### config.mk
export PLATFORM = sky130hd
export DESIGN_NAME = scuTop
export DESIGN_NICKNAME = d
export VERILOG_FILES = /design/src/verilog/scuPkg.sv /design/src/verilog/aBusReqIf.sv /design/src/verilog/cpuPort.sv /design/src/verilog/dmaEngine.sv /design/src/verilog/aBusArbiter.sv /design/src/verilog/aBusMaster.sv /design/src/verilog/scuTop.sv
export VERILOG_INCLUDE_DIRS = /design/src /design/src/verilog
export SDC_FILE = /design/constraint.sdc
export NUM_CORES = 1
export LEC_CHECK = 0
export BUFFER_PORTS_ARGS = -buffer_cell sky130_fd_sc_hd__buf_2
export CORE_MARGIN = 3
export CORE_UTILIZATION = 25
export DETAILED_ROUTE_END_ITERATION = 16
export MAX_ROUTING_LAYER = met4
export PLACE_DENSITY = 0.38
export RECOVER_POWER = 25
export SKIP_CTS_REPAIR_TIMING = 1
export SYNTH_ARGS = -nofsm -noshare
export SYNTH_HDL_FRONTEND = slang
export SYNTH_HIERARCHICAL = 1
export SYNTH_SLANG_ARGS = --single-unit
### constraint.sdc
create_clock -name CLK -period 12.84 [get_ports CLK]
set_input_delay 0 -clock CLK [delete_from_list [all_inputs] [get_ports CLK]]
set_output_delay 0 -clock CLK [all_outputs]
set_load 0.05 [all_outputs]
### src/verilog/scu_cfg.svh
`ifndef SCU_CFG_SVH
`define SCU_CFG_SVH

// System bus widths
`define SCU_ADDR_W   27
`define SCU_DATA_W   32
`define SCU_HALF_W   16

// DMA channels
`define SCU_DMA_CH   3
`define SCU_CH_W     2
`define SCU_COUNT_W  12

// Register window of 256 bytes
`define SCU_REG_BASE 27'h5FE0000
`define SCU_REG_LEN  27'h0000100

// A-bus window with inclusive bounds
`define SCU_ABUS_LO  27'h2000000
`define SCU_ABUS_HI  27'h58FFFFF

`endif

### src/verilog/scuPkg.sv
`include "scu_cfg.svh"

package scuPkg;

	// Channel offsets are relative to 0x20 * channel
	typedef enum logic [7:0] {
		REG_RADDR  = 8'h00,
		REG_WADDR  = 8'h04,
		REG_COUNT  = 8'h08,
		REG_ADD    = 8'h0C,
		REG_ENABLE = 8'h10,
		REG_STATUS = 8'h7C,
		REG_MASK   = 8'hA0,
		REG_ISTAT  = 8'hA4
	} regAddr_t;

	typedef struct packed {
		logic [`SCU_ADDR_W-1:0]  readAddr;
		logic [`SCU_ADDR_W-1:0]  writeAddr;
		logic [`SCU_COUNT_W-1:0] count;
		logic                    readInc;
		logic                    writeInc;
	} dmaChanCfg_t;

	typedef enum logic [2:0] {
		DMA_IDLE,
		DMA_READ,
		DMA_WRITE,
		DMA_DONE
	} dmaState_t;

	typedef enum logic [2:0] {
		AB_IDLE,
		AB_ADDR,
		AB_STROBE,
		AB_HIGH,
		AB_LOW
	} aBusState_t;

	typedef enum logic [1:0] {
		OWN_NONE,
		OWN_HOST,
		OWN_DMA
	} arbOwner_t;

endpackage

### src/verilog/aBusReqIf.sv
`timescale 1ns/1ps
`include "scu_cfg.svh"

interface aBusReqIf;
	logic                   req;
	logic [`SCU_ADDR_W-1:0] addr;
	logic [`SCU_DATA_W-1:0] wdata;
	logic                   write;
	logic [`SCU_DATA_W-1:0] rdata;
	logic                   done;

	// Fields stay stable while req is high
	modport requester (
		output req, addr, wdata, write,
		input  rdata, done
	);

	modport arbiter (
		input  req, addr, wdata, write,
		output rdata, done
	);

	modport master (
		input  req, addr, wdata, write,
		output rdata, done
	);
endinterface

### src/verilog/cpuPort.sv
`timescale 1ns/1ps
`include "scu_cfg.svh"

module cpuPort (
	input  logic                   CLK,
	input  logic                   RST_N,
	input  logic                   pSel,
	input  logic                   pEnable,
	input  logic                   pWrite,
	input  logic [`SCU_ADDR_W-1:0] pAddr,
	input  logic [`SCU_DATA_W-1:0] pWData,
	output logic [`SCU_DATA_W-1:0] pRData,
	output logic                   pReady,
	output logic                   pSlvErr,
	aBusReqIf.requester            hostBus,
	output scuPkg::dmaChanCfg_t    chanCfg [`SCU_DMA_CH],
	output logic [`SCU_DMA_CH-1:0] start,
	input  logic [`SCU_DMA_CH-1:0] running,
	input  logic [`SCU_DMA_CH-1:0] pending,
	input  logic [`SCU_DMA_CH-1:0] chanDone,
	input  logic                   vblankN,
	output logic [3:0]             cirlN
);
	logic                   access;
	logic                   regHit;
	logic                   aBusHit;
	logic                   regWrite;
	logic [7:0]             offset;
	logic                   chanHit;
	logic [`SCU_CH_W-1:0]   chanSel;
	logic [7:0]             chanReg;
	logic [`SCU_DMA_CH-1:0] chanEn;
	logic [`SCU_DATA_W-1:0] regRData;
	logic [`SCU_DATA_W-1:0] rdHold;
	logic                   hostIssue;
	logic                   hostAck;
	logic                   vblankPrev;
	logic                   vblankFall;
	logic                   vblankInt;
	logic [`SCU_DMA_CH-1:0] dmaInt;
	logic                   vblankMask;
	logic [`SCU_DMA_CH-1:0] dmaMask;
	logic [`SCU_DATA_W-1:0] istatWord;
	logic [`SCU_DATA_W-1:0] maskWord;
	logic [3:0]             level;

	assign access   = pSel && pEnable;
	assign regHit   = pAddr >= `SCU_REG_BASE && pAddr < `SCU_REG_BASE + `SCU_REG_LEN;
	assign aBusHit  = pAddr >= `SCU_ABUS_LO && pAddr <= `SCU_ABUS_HI;
	assign regWrite = access && pWrite && regHit;
	assign offset   = pAddr[7:0];
	assign chanHit  = offset < 8'h60;
	assign chanSel  = offset[6:5];
	assign chanReg  = {3'b000, offset[4:0]};

	// DMA end bits run 11 down to 9 for channels 0 to 2
	assign istatWord = {20'd0, dmaInt[0], dmaInt[1], dmaInt[2], 8'd0, vblankInt};
	assign maskWord  = {20'd0, dmaMask[0], dmaMask[1], dmaMask[2], 8'd0, vblankMask};

	always_comb begin
		regRData = '0;
		if (chanHit) begin
			case (chanReg)
				scuPkg::REG_RADDR:  regRData = 32'(chanCfg[chanSel].readAddr);
				scuPkg::REG_WADDR:  regRData = 32'(chanCfg[chanSel].writeAddr);
				scuPkg::REG_COUNT:  regRData = 32'(chanCfg[chanSel].count);
				scuPkg::REG_ADD: begin
					regRData = {23'd0, chanCfg[chanSel].readInc, 7'd0,
						chanCfg[chanSel].writeInc};
				end
				scuPkg::REG_ENABLE: regRData = {23'd0, chanEn[chanSel], 8'd0};
				default:            regRData = '0;
			endcase
		end else begin
			case (offset)
				scuPkg::REG_STATUS: regRData = 32'({running, 1'b0, pending});
				scuPkg::REG_MASK:   regRData = maskWord;
				scuPkg::REG_ISTAT:  regRData = istatWord;
				default:            regRData = '0;
			endcase
		end
	end

	// A-bus accesses wait for the forwarded word
	assign pReady  = access && (aBusHit ? hostAck : 1'b1);
	assign pSlvErr = access && !regHit && !aBusHit;
	assign pRData  = aBusHit ? rdHold : (regHit ? regRData : '0);

	assign hostIssue = access && aBusHit && !hostBus.req && !hostAck;

	always_ff @(posedge CLK or negedge RST_N) begin
		if (!RST_N) begin
			hostBus.req <= 1'b0;
			hostAck <= 1'b0;
		end else begin
			hostAck <= 1'b0;
			if (hostBus.req && hostBus.done) begin
				hostBus.req <= 1'b0;
				hostAck <= 1'b1;
			end else if (hostIssue) begin
				hostBus.req <= 1'b1;
			end
		end
	end

	always_ff @(posedge CLK) begin
		if (hostIssue) begin
			hostBus.addr <= pAddr;
			hostBus.wdata <= pWData;
			hostBus.write <= pWrite;
		end
		if (hostBus.done) begin
			rdHold <= hostBus.rdata;
		end
	end

	always_ff @(posedge CLK or negedge RST_N) begin
		if (!RST_N) begin
			for (int c = 0; c < `SCU_DMA_CH; c++) begin
				chanCfg[c] <= '0;
			end
			chanEn <= '0;
			start <= '0;
			vblankMask <= 1'b0;
			dmaMask <= '0;
		end else begin
			start <= '0;
			if (regWrite && chanHit) begin
				for (int c = 0; c < `SCU_DMA_CH; c++) begin
					// Running channel keeps its settings
					if (chanSel == c && !running[c]) begin
						case (chanReg)
							scuPkg::REG_RADDR: chanCfg[c].readAddr <= pWData[`SCU_ADDR_W-1:0];
							scuPkg::REG_WADDR: chanCfg[c].writeAddr <= pWData[`SCU_ADDR_W-1:0];
							scuPkg::REG_COUNT: chanCfg[c].count <= pWData[`SCU_COUNT_W-1:0];
							scuPkg::REG_ADD: begin
								chanCfg[c].readInc <= pWData[8];
								chanCfg[c].writeInc <= pWData[0];
							end
							scuPkg::REG_ENABLE: begin
								chanEn[c] <= pWData[8];
								start[c] <= pWData[8] && pWData[0];
							end
							default: ;
						endcase
					end
				end
			end
			if (regWrite && offset == scuPkg::REG_MASK) begin
				vblankMask <= pWData[0];
				for (int c = 0; c < `SCU_DMA_CH; c++) begin
					dmaMask[c] <= pWData[11-c];
				end
			end
		end
	end

	assign vblankFall = vblankPrev && !vblankN;

	always_comb begin
		if (vblankInt && !vblankMask) begin
			level = 4'hF;
		end else if ((dmaInt[0] && !dmaMask[0]) || (dmaInt[1] && !dmaMask[1])) begin
			level = 4'h6;
		end else if (dmaInt[2] && !dmaMask[2]) begin
			level = 4'h5;
		end else begin
			level = 4'h0;
		end
	end

	always_ff @(posedge CLK or negedge RST_N) begin
		if (!RST_N) begin
			vblankPrev <= 1'b1;
			vblankInt <= 1'b0;
			dmaInt <= '0;
			cirlN <= 4'hF;
		end else begin
			vblankPrev <= vblankN;
			// Zero bits clear, new events win
			if (regWrite && offset == scuPkg::REG_ISTAT) begin
				if (!pWData[0]) vblankInt <= 1'b0;
				for (int c = 0; c < `SCU_DMA_CH; c++) begin
					if (!pWData[11-c]) dmaInt[c] <= 1'b0;
				end
			end
			if (vblankFall) vblankInt <= 1'b1;
			for (int c = 0; c < `SCU_DMA_CH; c++) begin
				if (chanDone[c]) dmaInt[c] <= 1'b1;
			end
			cirlN <= ~level;
		end
	end
endmodule

### src/verilog/dmaEngine.sv
`timescale 1ns/1ps
`include "scu_cfg.svh"

module dmaEngine (
	input  logic                   CLK,
	input  logic                   RST_N,
	aBusReqIf.requester            dmaBus,
	input  scuPkg::dmaChanCfg_t    chanCfg [`SCU_DMA_CH],
	input  logic [`SCU_DMA_CH-1:0] start,
	output logic [`SCU_DMA_CH-1:0] running,
	output logic [`SCU_DMA_CH-1:0] pending,
	output logic [`SCU_DMA_CH-1:0] chanDone
);
	scuPkg::dmaState_t       state;
	logic [`SCU_CH_W-1:0]    curCh;
	logic [`SCU_CH_W-1:0]    pickCh;
	logic [`SCU_ADDR_W-1:0]  readAddr;
	logic [`SCU_ADDR_W-1:0]  writeAddr;
	logic [`SCU_COUNT_W-1:0] remaining;
	logic                    readInc;
	logic                    writeInc;
	logic [`SCU_DATA_W-1:0]  dataWord;
	logic                    busEnd;

	// Lowest pending channel wins
	always_comb begin
		pickCh = '0;
		for (int c = `SCU_DMA_CH - 1; c >= 0; c--) begin
			if (pending[c]) pickCh = `SCU_CH_W'(c);
		end
	end

	assign busEnd = dmaBus.req && dmaBus.done;

	assign dmaBus.addr  = (state == scuPkg::DMA_WRITE) ? writeAddr : readAddr;
	assign dmaBus.write = (state == scuPkg::DMA_WRITE);
	assign dmaBus.wdata = dataWord;

	always_comb begin
		chanDone = '0;
		if (state == scuPkg::DMA_DONE) chanDone[curCh] = 1'b1;
	end

	always_ff @(posedge CLK or negedge RST_N) begin
		if (!RST_N) begin
			state <= scuPkg::DMA_IDLE;
			curCh <= '0;
			pending <= '0;
			running <= '0;
			dmaBus.req <= 1'b0;
			readAddr <= '0;
			writeAddr <= '0;
			remaining <= '0;
			readInc <= 1'b0;
			writeInc <= 1'b0;
		end else begin
			pending <= pending | start;
			case (state)
				scuPkg::DMA_IDLE: begin
					if (|pending) begin
						pending[pickCh] <= 1'b0;
						running[pickCh] <= 1'b1;
						curCh <= pickCh;
						readAddr <= chanCfg[pickCh].readAddr;
						writeAddr <= chanCfg[pickCh].writeAddr;
						remaining <= chanCfg[pickCh].count;
						readInc <= chanCfg[pickCh].readInc;
						writeInc <= chanCfg[pickCh].writeInc;
						state <= scuPkg::DMA_READ;
					end
				end
				scuPkg::DMA_READ: begin
					if (!dmaBus.req) begin
						dmaBus.req <= 1'b1;
					end else if (busEnd) begin
						dmaBus.req <= 1'b0;
						if (readInc) readAddr <= readAddr + 27'd4;
						state <= scuPkg::DMA_WRITE;
					end
				end
				scuPkg::DMA_WRITE: begin
					if (!dmaBus.req) begin
						dmaBus.req <= 1'b1;
					end else if (busEnd) begin
						dmaBus.req <= 1'b0;
						if (writeInc) writeAddr <= writeAddr + 27'd4;
						// Count of zero wraps through 4096 words
						remaining <= remaining - 1'b1;
						state <= (remaining == 1) ? scuPkg::DMA_DONE : scuPkg::DMA_READ;
					end
				end
				scuPkg::DMA_DONE: begin
					running[curCh] <= 1'b0;
					state <= scuPkg::DMA_IDLE;
				end
				default: state <= scuPkg::DMA_IDLE;
			endcase
		end
	end

	always_ff @(posedge CLK) begin
		if (state == scuPkg::DMA_READ && busEnd) dataWord <= dmaBus.rdata;
	end
endmodule

### src/verilog/aBusArbiter.sv
`timescale 1ns/1ps
`include "scu_cfg.svh"

module aBusArbiter (
	input  logic        CLK,
	input  logic        RST_N,
	aBusReqIf.arbiter   hostBus,
	aBusReqIf.arbiter   dmaBus,
	aBusReqIf.requester memBus
);
	scuPkg::arbOwner_t owner;

	// Grant is held until the access completes
	always_ff @(posedge CLK or negedge RST_N) begin
		if (!RST_N) begin
			owner <= scuPkg::OWN_NONE;
		end else begin
			case (owner)
				scuPkg::OWN_NONE: begin
					if (hostBus.req) begin
						owner <= scuPkg::OWN_HOST;
					end else if (dmaBus.req) begin
						owner <= scuPkg::OWN_DMA;
					end
				end
				default: begin
					if (memBus.done) owner <= scuPkg::OWN_NONE;
				end
			endcase
		end
	end

	always_comb begin
		memBus.req = 1'b0;
		memBus.addr = hostBus.addr;
		memBus.wdata = hostBus.wdata;
		memBus.write = hostBus.write;
		case (owner)
			scuPkg::OWN_HOST: memBus.req = hostBus.req;
			scuPkg::OWN_DMA: begin
				memBus.req = dmaBus.req;
				memBus.addr = dmaBus.addr;
				memBus.wdata = dmaBus.wdata;
				memBus.write = dmaBus.write;
			end
			default: ;
		endcase
	end

	assign hostBus.done  = memBus.done && owner == scuPkg::OWN_HOST;
	assign hostBus.rdata = (owner == scuPkg::OWN_HOST) ? memBus.rdata : '0;
	assign dmaBus.done   = memBus.done && owner == scuPkg::OWN_DMA;
	assign dmaBus.rdata  = (owner == scuPkg::OWN_DMA) ? memBus.rdata : '0;
endmodule

### src/verilog/aBusMaster.sv
`timescale 1ns/1ps
`include "scu_cfg.svh"

module aBusMaster (
	input  logic                   CLK,
	input  logic                   RST_N,
	aBusReqIf.master               memBus,
	output logic [`SCU_ADDR_W-2:0] aAddr,
	output logic [`SCU_HALF_W-1:0] aDataOut,
	input  logic [`SCU_HALF_W-1:0] aDataIn,
	output logic                   asN,
	output logic                   cs0N,
	output logic                   cs1N,
	output logic                   cs2N,
	output logic                   rdN,
	output logic                   wrN,
	input  logic                   awaitN
);
	scuPkg::aBusState_t     state;
	logic [`SCU_HALF_W-1:0] upperHalf;

	// Lower half comes straight from the pins on the last cycle
	assign memBus.done  = (state == scuPkg::AB_LOW) && awaitN;
	assign memBus.rdata = {upperHalf, aDataIn};

	always_ff @(posedge CLK or negedge RST_N) begin
		if (!RST_N) begin
			state <= scuPkg::AB_IDLE;
			aAddr <= '0;
			aDataOut <= '0;
			asN <= 1'b1;
			cs0N <= 1'b1;
			cs1N <= 1'b1;
			cs2N <= 1'b1;
			rdN <= 1'b1;
			wrN <= 1'b1;
		end else begin
			case (state)
				scuPkg::AB_IDLE: begin
					if (memBus.req) begin
						aAddr <= memBus.addr[`SCU_ADDR_W-2:0];
						case (memBus.addr[26:24])
							3'b010, 3'b011: cs0N <= 1'b0;
							3'b100:         cs1N <= 1'b0;
							default:        cs2N <= 1'b0;
						endcase
						state <= scuPkg::AB_ADDR;
					end
				end
				scuPkg::AB_ADDR: begin
					asN <= 1'b0;
					state <= scuPkg::AB_STROBE;
				end
				scuPkg::AB_STROBE: begin
					asN <= 1'b1;
					rdN <= memBus.write;
					wrN <= !memBus.write;
					aDataOut <= memBus.wdata[31:16];
					state <= scuPkg::AB_HIGH;
				end
				scuPkg::AB_HIGH: begin
					if (awaitN) begin
						aDataOut <= memBus.wdata[15:0];
						state <= scuPkg::AB_LOW;
					end
				end
				scuPkg::AB_LOW: begin
					if (awaitN) begin
						rdN <= 1'b1;
						wrN <= 1'b1;
						cs0N <= 1'b1;
						cs1N <= 1'b1;
						cs2N <= 1'b1;
						state <= scuPkg::AB_IDLE;
					end
				end
				default: state <= scuPkg::AB_IDLE;
			endcase
		end
	end

	always_ff @(posedge CLK) begin
		if (state == scuPkg::AB_HIGH && awaitN) upperHalf <= aDataIn;
	end
endmodule

### src/verilog/scuTop.sv
`timescale 1ns/1ps
`include "scu_cfg.svh"

module scuTop (
	input  logic                   CLK,
	input  logic                   RST_N,
	input  logic                   pSel,
	input  logic                   pEnable,
	input  logic                   pWrite,
	input  logic [`SCU_ADDR_W-1:0] pAddr,
	input  logic [`SCU_DATA_W-1:0] pWData,
	output logic [`SCU_DATA_W-1:0] pRData,
	output logic                   pReady,
	output logic                   pSlvErr,
	output logic [`SCU_ADDR_W-2:0] aAddr,
	output logic [`SCU_HALF_W-1:0] aDataOut,
	input  logic [`SCU_HALF_W-1:0] aDataIn,
	output logic                   asN,
	output logic                   cs0N,
	output logic                   cs1N,
	output logic                   cs2N,
	output logic                   rdN,
	output logic                   wrN,
	input  logic                   awaitN,
	input  logic                   vblankN,
	output logic [3:0]             cirlN
);
	scuPkg::dmaChanCfg_t    chanCfg [`SCU_DMA_CH];
	logic [`SCU_DMA_CH-1:0] start;
	logic [`SCU_DMA_CH-1:0] running;
	logic [`SCU_DMA_CH-1:0] pending;
	logic [`SCU_DMA_CH-1:0] chanDone;

	aBusReqIf hostBus ();
	aBusReqIf dmaBus ();
	aBusReqIf memBus ();

	cpuPort uCpu (
		.CLK      (CLK),
		.RST_N    (RST_N),
		.pSel     (pSel),
		.pEnable  (pEnable),
		.pWrite   (pWrite),
		.pAddr    (pAddr),
		.pWData   (pWData),
		.pRData   (pRData),
		.pReady   (pReady),
		.pSlvErr  (pSlvErr),
		.hostBus  (hostBus.requester),
		.chanCfg  (chanCfg),
		.start    (start),
		.running  (running),
		.pending  (pending),
		.chanDone (chanDone),
		.vblankN  (vblankN),
		.cirlN    (cirlN)
	);

	dmaEngine uDma (
		.CLK      (CLK),
		.RST_N    (RST_N),
		.dmaBus   (dmaBus.requester),
		.chanCfg  (chanCfg),
		.start    (start),
		.running  (running),
		.pending  (pending),
		.chanDone (chanDone)
	);

	aBusArbiter uArb (
		.CLK     (CLK),
		.RST_N   (RST_N),
		.hostBus (hostBus.arbiter),
		.dmaBus  (dmaBus.arbiter),
		.memBus  (memBus.requester)
	);

	aBusMaster uMaster (
		.CLK      (CLK),
		.RST_N    (RST_N),
		.memBus   (memBus.master),
		.aAddr    (aAddr),
		.aDataOut (aDataOut),
		.aDataIn  (aDataIn),
		.asN      (asN),
		.cs0N     (cs0N),
		.cs1N     (cs1N),
		.cs2N     (cs2N),
		.rdN      (rdN),
		.wrN      (wrN),
		.awaitN   (awaitN)
	);
endmodule

== Word level (Yosys, flattened, before mapping) ==
Cells that the tools add are included.
Widths: inputs -> output; s select.
Storage, ports and cells
  bits in registers: 498
  bits of input ports: 82
  output and inout bits: 86
  logic and storage cells: 318
Operators by class
  add/sub/neg operators: 3
  $lt $le $gt $ge: 12
  eq/ne operators: 40
  muxes and demuxes: 98
  bitwise logic cells: 9
  reduce and logical (&&, ||, !) cells: 101
Operator list (number)
  $bmux 68 s2: 2
  $mux 68: 4
  $mux 27: 10
  $pmux 27 s5: 1
  $mux 32: 4
  $pmux 27 s2: 2
  $add 27x3->27 const B: 2
  $reduce_and 3->1: 16
  $mux 3: 15
  $mux 12: 3
  $pmux 12 s3: 1
  $logic_and 1x1->1: 32
  $pmux 16 s2: 1
  $mux 1: 30
  $ge 27x26->1 const B: 1
  $ge 27x27->1 const B: 1
  $le 27x27->1 const B: 1
  $lt 27x27->1 const B: 1
  $reduce_bool 2->1: 13
  $pmux 12 s2: 1
  $reduce_and 2->1: 10
  $eq 3x2->1 const B: 6
  $ne 2x2->1 const B: 9
  $eq 8x8->1 const B: 2
  other kinds (39): 95

== Logic depth before layout (Yosys ltp) ==
  word-level depth: 11
  mapped depth: 10
  depth with buffers taken out: 8

== By module ==
Netlist, hierarchy kept.
Modules (own cells, without submodules)
  cpuPort: times used 1, cells each 972, area an instance 13619.3 µm², sequential area each 8399.3 µm²
  dmaEngine: times used 1, cells each 899, area an instance 7444.6 µm², sequential area each 2937.8 µm²
  aBusMaster: times used 1, cells each 185, area an instance 2912.8 µm², sequential area each 1764.2 µm²
  aBusArbiter: times used 1, cells each 155, area an instance 1629.1 µm², sequential area each 50.0 µm²

== Least setup slack after synthesis ==
No wires, ideal clock.
  path kind: input to register
  start: in pAddr[22]
  end: reg uCpu.hostBus.addr[0], enable pin
  setup time: 0.651 ns
  arrival time: 6.850 ns
  data required time: 12.189 ns
  path slack: 5.338 ns
  cell stages on the path: 4
  buffers on the path: 0
  cell sequence: nor3_1 > nor2_1 > nor2_1 > nor4b_1
Between the ends
  cells in the longest elaborated chain, start to end: 5
  elaborated cells between the ends (all ways): 6
  those cells by class: 2 x order compare; 4 x reduce/logical
RTL lines
  from (decl): line scuTop.sv:10  | input logic [`SCU_ADDR_W-1:0] pAddr,
  $ge 27x26->1 (no line) / $le 27x27->1 (equally long branches)
  $logic_and 1x1->1 (no line) (*)
  $logic_and 1x1->1 (*) (3 in series): line cpuPort.sv:89  | assign hostIssue = access && aBusHit && !hostBus.req && !hostAck;
  named net uCpu.hostIssue: line cpuPort.sv:35  | logic hostIssue;
  to (signal assigned): line cpuPort.sv:108  | hostBus.addr <= pAddr;
  to (decl): line aBusReqIf.sv:14  | output req, addr, wdata, write,
Mark *: on every way through the listed nets, which the timed path passes. The rest lies on a longest branch.
A chain may end at the register's enable or synchronous reset.

==> summary.md <==
| Metric | Value |
|---|---|
| Initial Util | `25.4%` |
| 1st-iter DRT viols | `1521` |
| Clock root buffer master | `clkbuf_16` |
| Final setup vio count | `0` |
| CTS clk-pin slew, worst paths | `0.06 ns` |
| Top cell type's share of synthesized area | `33.8%` |
| Clock Path Buffers | `3` |
| DIE AREA | `0.106 mm2` |
| Worst min path class | `primary input to flop` |
| Failing checks | `max-capacitance violations, max-slew violations` |
| Post-synthesis sequential area ratio | `51.4%` |
| Area grow syn2layout | `17.1%` |
| # IOs | `168` |
| Outcome | `finished with violations` |
| Share of layout cells above drive strength 1 | `23.3%` |
| Initial antenna violation count | `4` |
| Post-Syn Nets | `2306` |
| Syn Inst Count | `2211` |
| Residual DRC | `0` |
| Final HPWL DP | `65.2 mm` |
| Total GRT Usage | `17.8%` |
| Slew Limit Fails | `266` |
| Clk sink count | `497` |
| Final setup TNS | `0 ns` |
| Placed Area | `0.0276 mm2` |
| Final Cycle Share | `54.2%` |
| Pre-antenna DRT Iters | `5` |
| PnR Total Power | `0.00501 W` |
| CORE AREA | `0.101 mm2` |
| RSZ-0062 raised after global routing | `false` |
| CTS tree | `done` |
| Setup crit start kind | `primary input` |
| GPL Wtd Cong | `0.823` |
| Distinct cells, synth | `91` |
| Least-Margin Pin Slew | `6.88 ns` |
| Cell repeated most along the worst path | `buf_4` |
| Synth Flop Type | `dfrtp_1` |
| Via count | `19000` |
| Top cells by area, synth | `dfrtp_1 34%, edfxtp_1 16%, mux2_2 12%` |
| Syn Area/Cell | `11.6 um2` |
| Relative slew slack | `-359%` |
| Number of global-route vias before repair | `18600` |
| Clk Latency, worst-skew pair | `0.65 ns` |
| Most common cell after layout, fill and taps aside | `dfrtp_1` |
| Max-Cap Viols | `5` |
| Setup slack after layout | `5.88 ns` |
| Fin util | `29.7%` |
| Number of synthesized register bits | `497` |
| Asr flop ratio synth | `71.8%` |
| VDD IR-drop max | `0.107 mV` |
| Crit path max fanout | `117` |
| Largest net degree at the start of global routing | `118` |
| Final Critical Period | `6.96 ns` |
| Power per Cell Area | `167 mW/mm2` |
| H-Tree Depth | `2` |
| Number of buffers created by CTS | `58` |
| F_max | `0.144 GHz` |
| Warnings, synthesis | `6` |
| Num rows | `116` |
| Crit. End Element | `async pin` |
| Post-route ant nets | `0` |
| Critical path data arrival time | `7.59 ns` |
| Commonest non-fill, non-tap cells in the layout | `346 x dfrtp_1, 268 x mux2_2, 233 x nand2_1, 150 x clkbuf_1` |
| Post-Synthesis Cell Area | `0.0256 mm2` |
| Nets | `2490` |
| WS Path Type | `primary input to async pin` |
| Worst Path Required | `13.47 ns` |
| Post-synth EDFFs | `140` |
| IO Port Bufs | `167` |
| Leak pwr | `12.2 nW` |
| Placement Setup Slack | `8.76 ns` |
| Critical path's slowest cell | `clkbuf_1` |
| Chip width | `326 um` |
| WL/cell | `24.8 um` |
| Global-route wire length before repair | `136 mm` |
| Yosys top cell by area | `dfrtp_1` |
| WL final | `94.4 mm` |
| Worst path max stage delay | `4.66 ns` |
| Die Y-Extent | `326 um` |
| Finished Cell Area | `0.0300 mm2` |
| Crit-path cells | `dlygate4sd3_1 > clkbuf_1 > buf_4 > buf_4` |
| Skew final | `0.0185 ns` |
| Total gr overflow | `0` |
| Via-to-Cell Ratio | `4.99` |
| Endpoints failing hold | `0` |
-- metrics by stage --
stage	hold WS [ns]	cells
floorplan	-0.296	2211
global placement	0.127	3611
detailed placement	0.131	3611
CTS	-0.574	3717
global route	0.0507	3798
finish	0.0695	3799
-- final cells by class --
class,count,area [um2]
multi-input combinational,1521,11500
clock buffer,87,1600
sequential,497,13200
fill,10400,70900
timing repair buffer,286,1770
clock inverter,19,131
antenna,1,2.50
tap,1357,1700
inverter,31,116
-- power breakdown --
group	leakage [nW]	switching [W]	total, W	internal [W]
registers	5.90	0.000165	0.00198	0.00182
clock network	0.846	0.000697	0.00156	0.000860
logic	5.49	0.000975	0.00147	0.000491
total	12.2	0.00184	0.00501	0.00317
-- cell families after synthesis --
logic type,share of synthesized area [%]
buffers and inverters,4.05
and+or+nand+nor,12.5
adders and majority gates,0.635
xor gates and xnor gates,0.0342
muxes,19.9
AOI/OAI and AO/OA,11.5
DFF,51.4
-- cells in the mapped netlist (all sizes together), types with 30 or more instances --
cell    instances
mux2i          80
edfxtp        140
inv            30
nand2         234
a21oi          84
dfrtp         346
mux2          355
buf            90
and2           76
nand3          75
nor2           90
o21ai         141
o22ai          44
clkbuf         72
-- routing by layer --
layer	share of wire [%]	vias to the layer above	GRT usage (%)
met5	0	-	-
met4	3.0	0	5.33
met3	6.2	143	3.57
met2	43	534	25.8
met1	47	9756	25.0
li1	-	8541	-
-- registers in the layout, indices dropped and copies added (netlist names), 26 cells and up --
| register | flops |
|---|---|
| uCpu/chanCfg | 204 |
| uCpu/hostBus.wdata | 32 |
| uCpu/rdHold | 32 |
| uDma/dmaBus.wdata | 32 |
| uCpu/hostBus.addr | 27 |
| uDma/readAddr | 27 |
| uDma/writeAddr | 27 |
| uMaster/aAddr | 26 |
-- worst paths after layout --
path | from | slack [ns] | to | depth (start not counted)
setup / recovery | RST_N | 5.88 | uCpu/chanCfg[174] | 4
hold / removal | pWData[28] | 0.07 | uCpu/hostBus.wdata[28] | 2
setup reg to reg | uArb/owner[0] | 8.95 | uDma/writeAddr[7] | 10
hold reg to reg | uCpu/start[1] | 0.47 | uDma/pending[1] | 1
max in group CLK | pAddr[6] | 7.15 | pRData[2] | 8
min in group asynchronous | RST_N | 2.46 | uMaster/aAddr[6] | 2
-- critical path, delay by kind of cell --
family	cells	cell delay [ns]
buffers and inverters	4	7.38
Power figures use the tool's default switching activity.
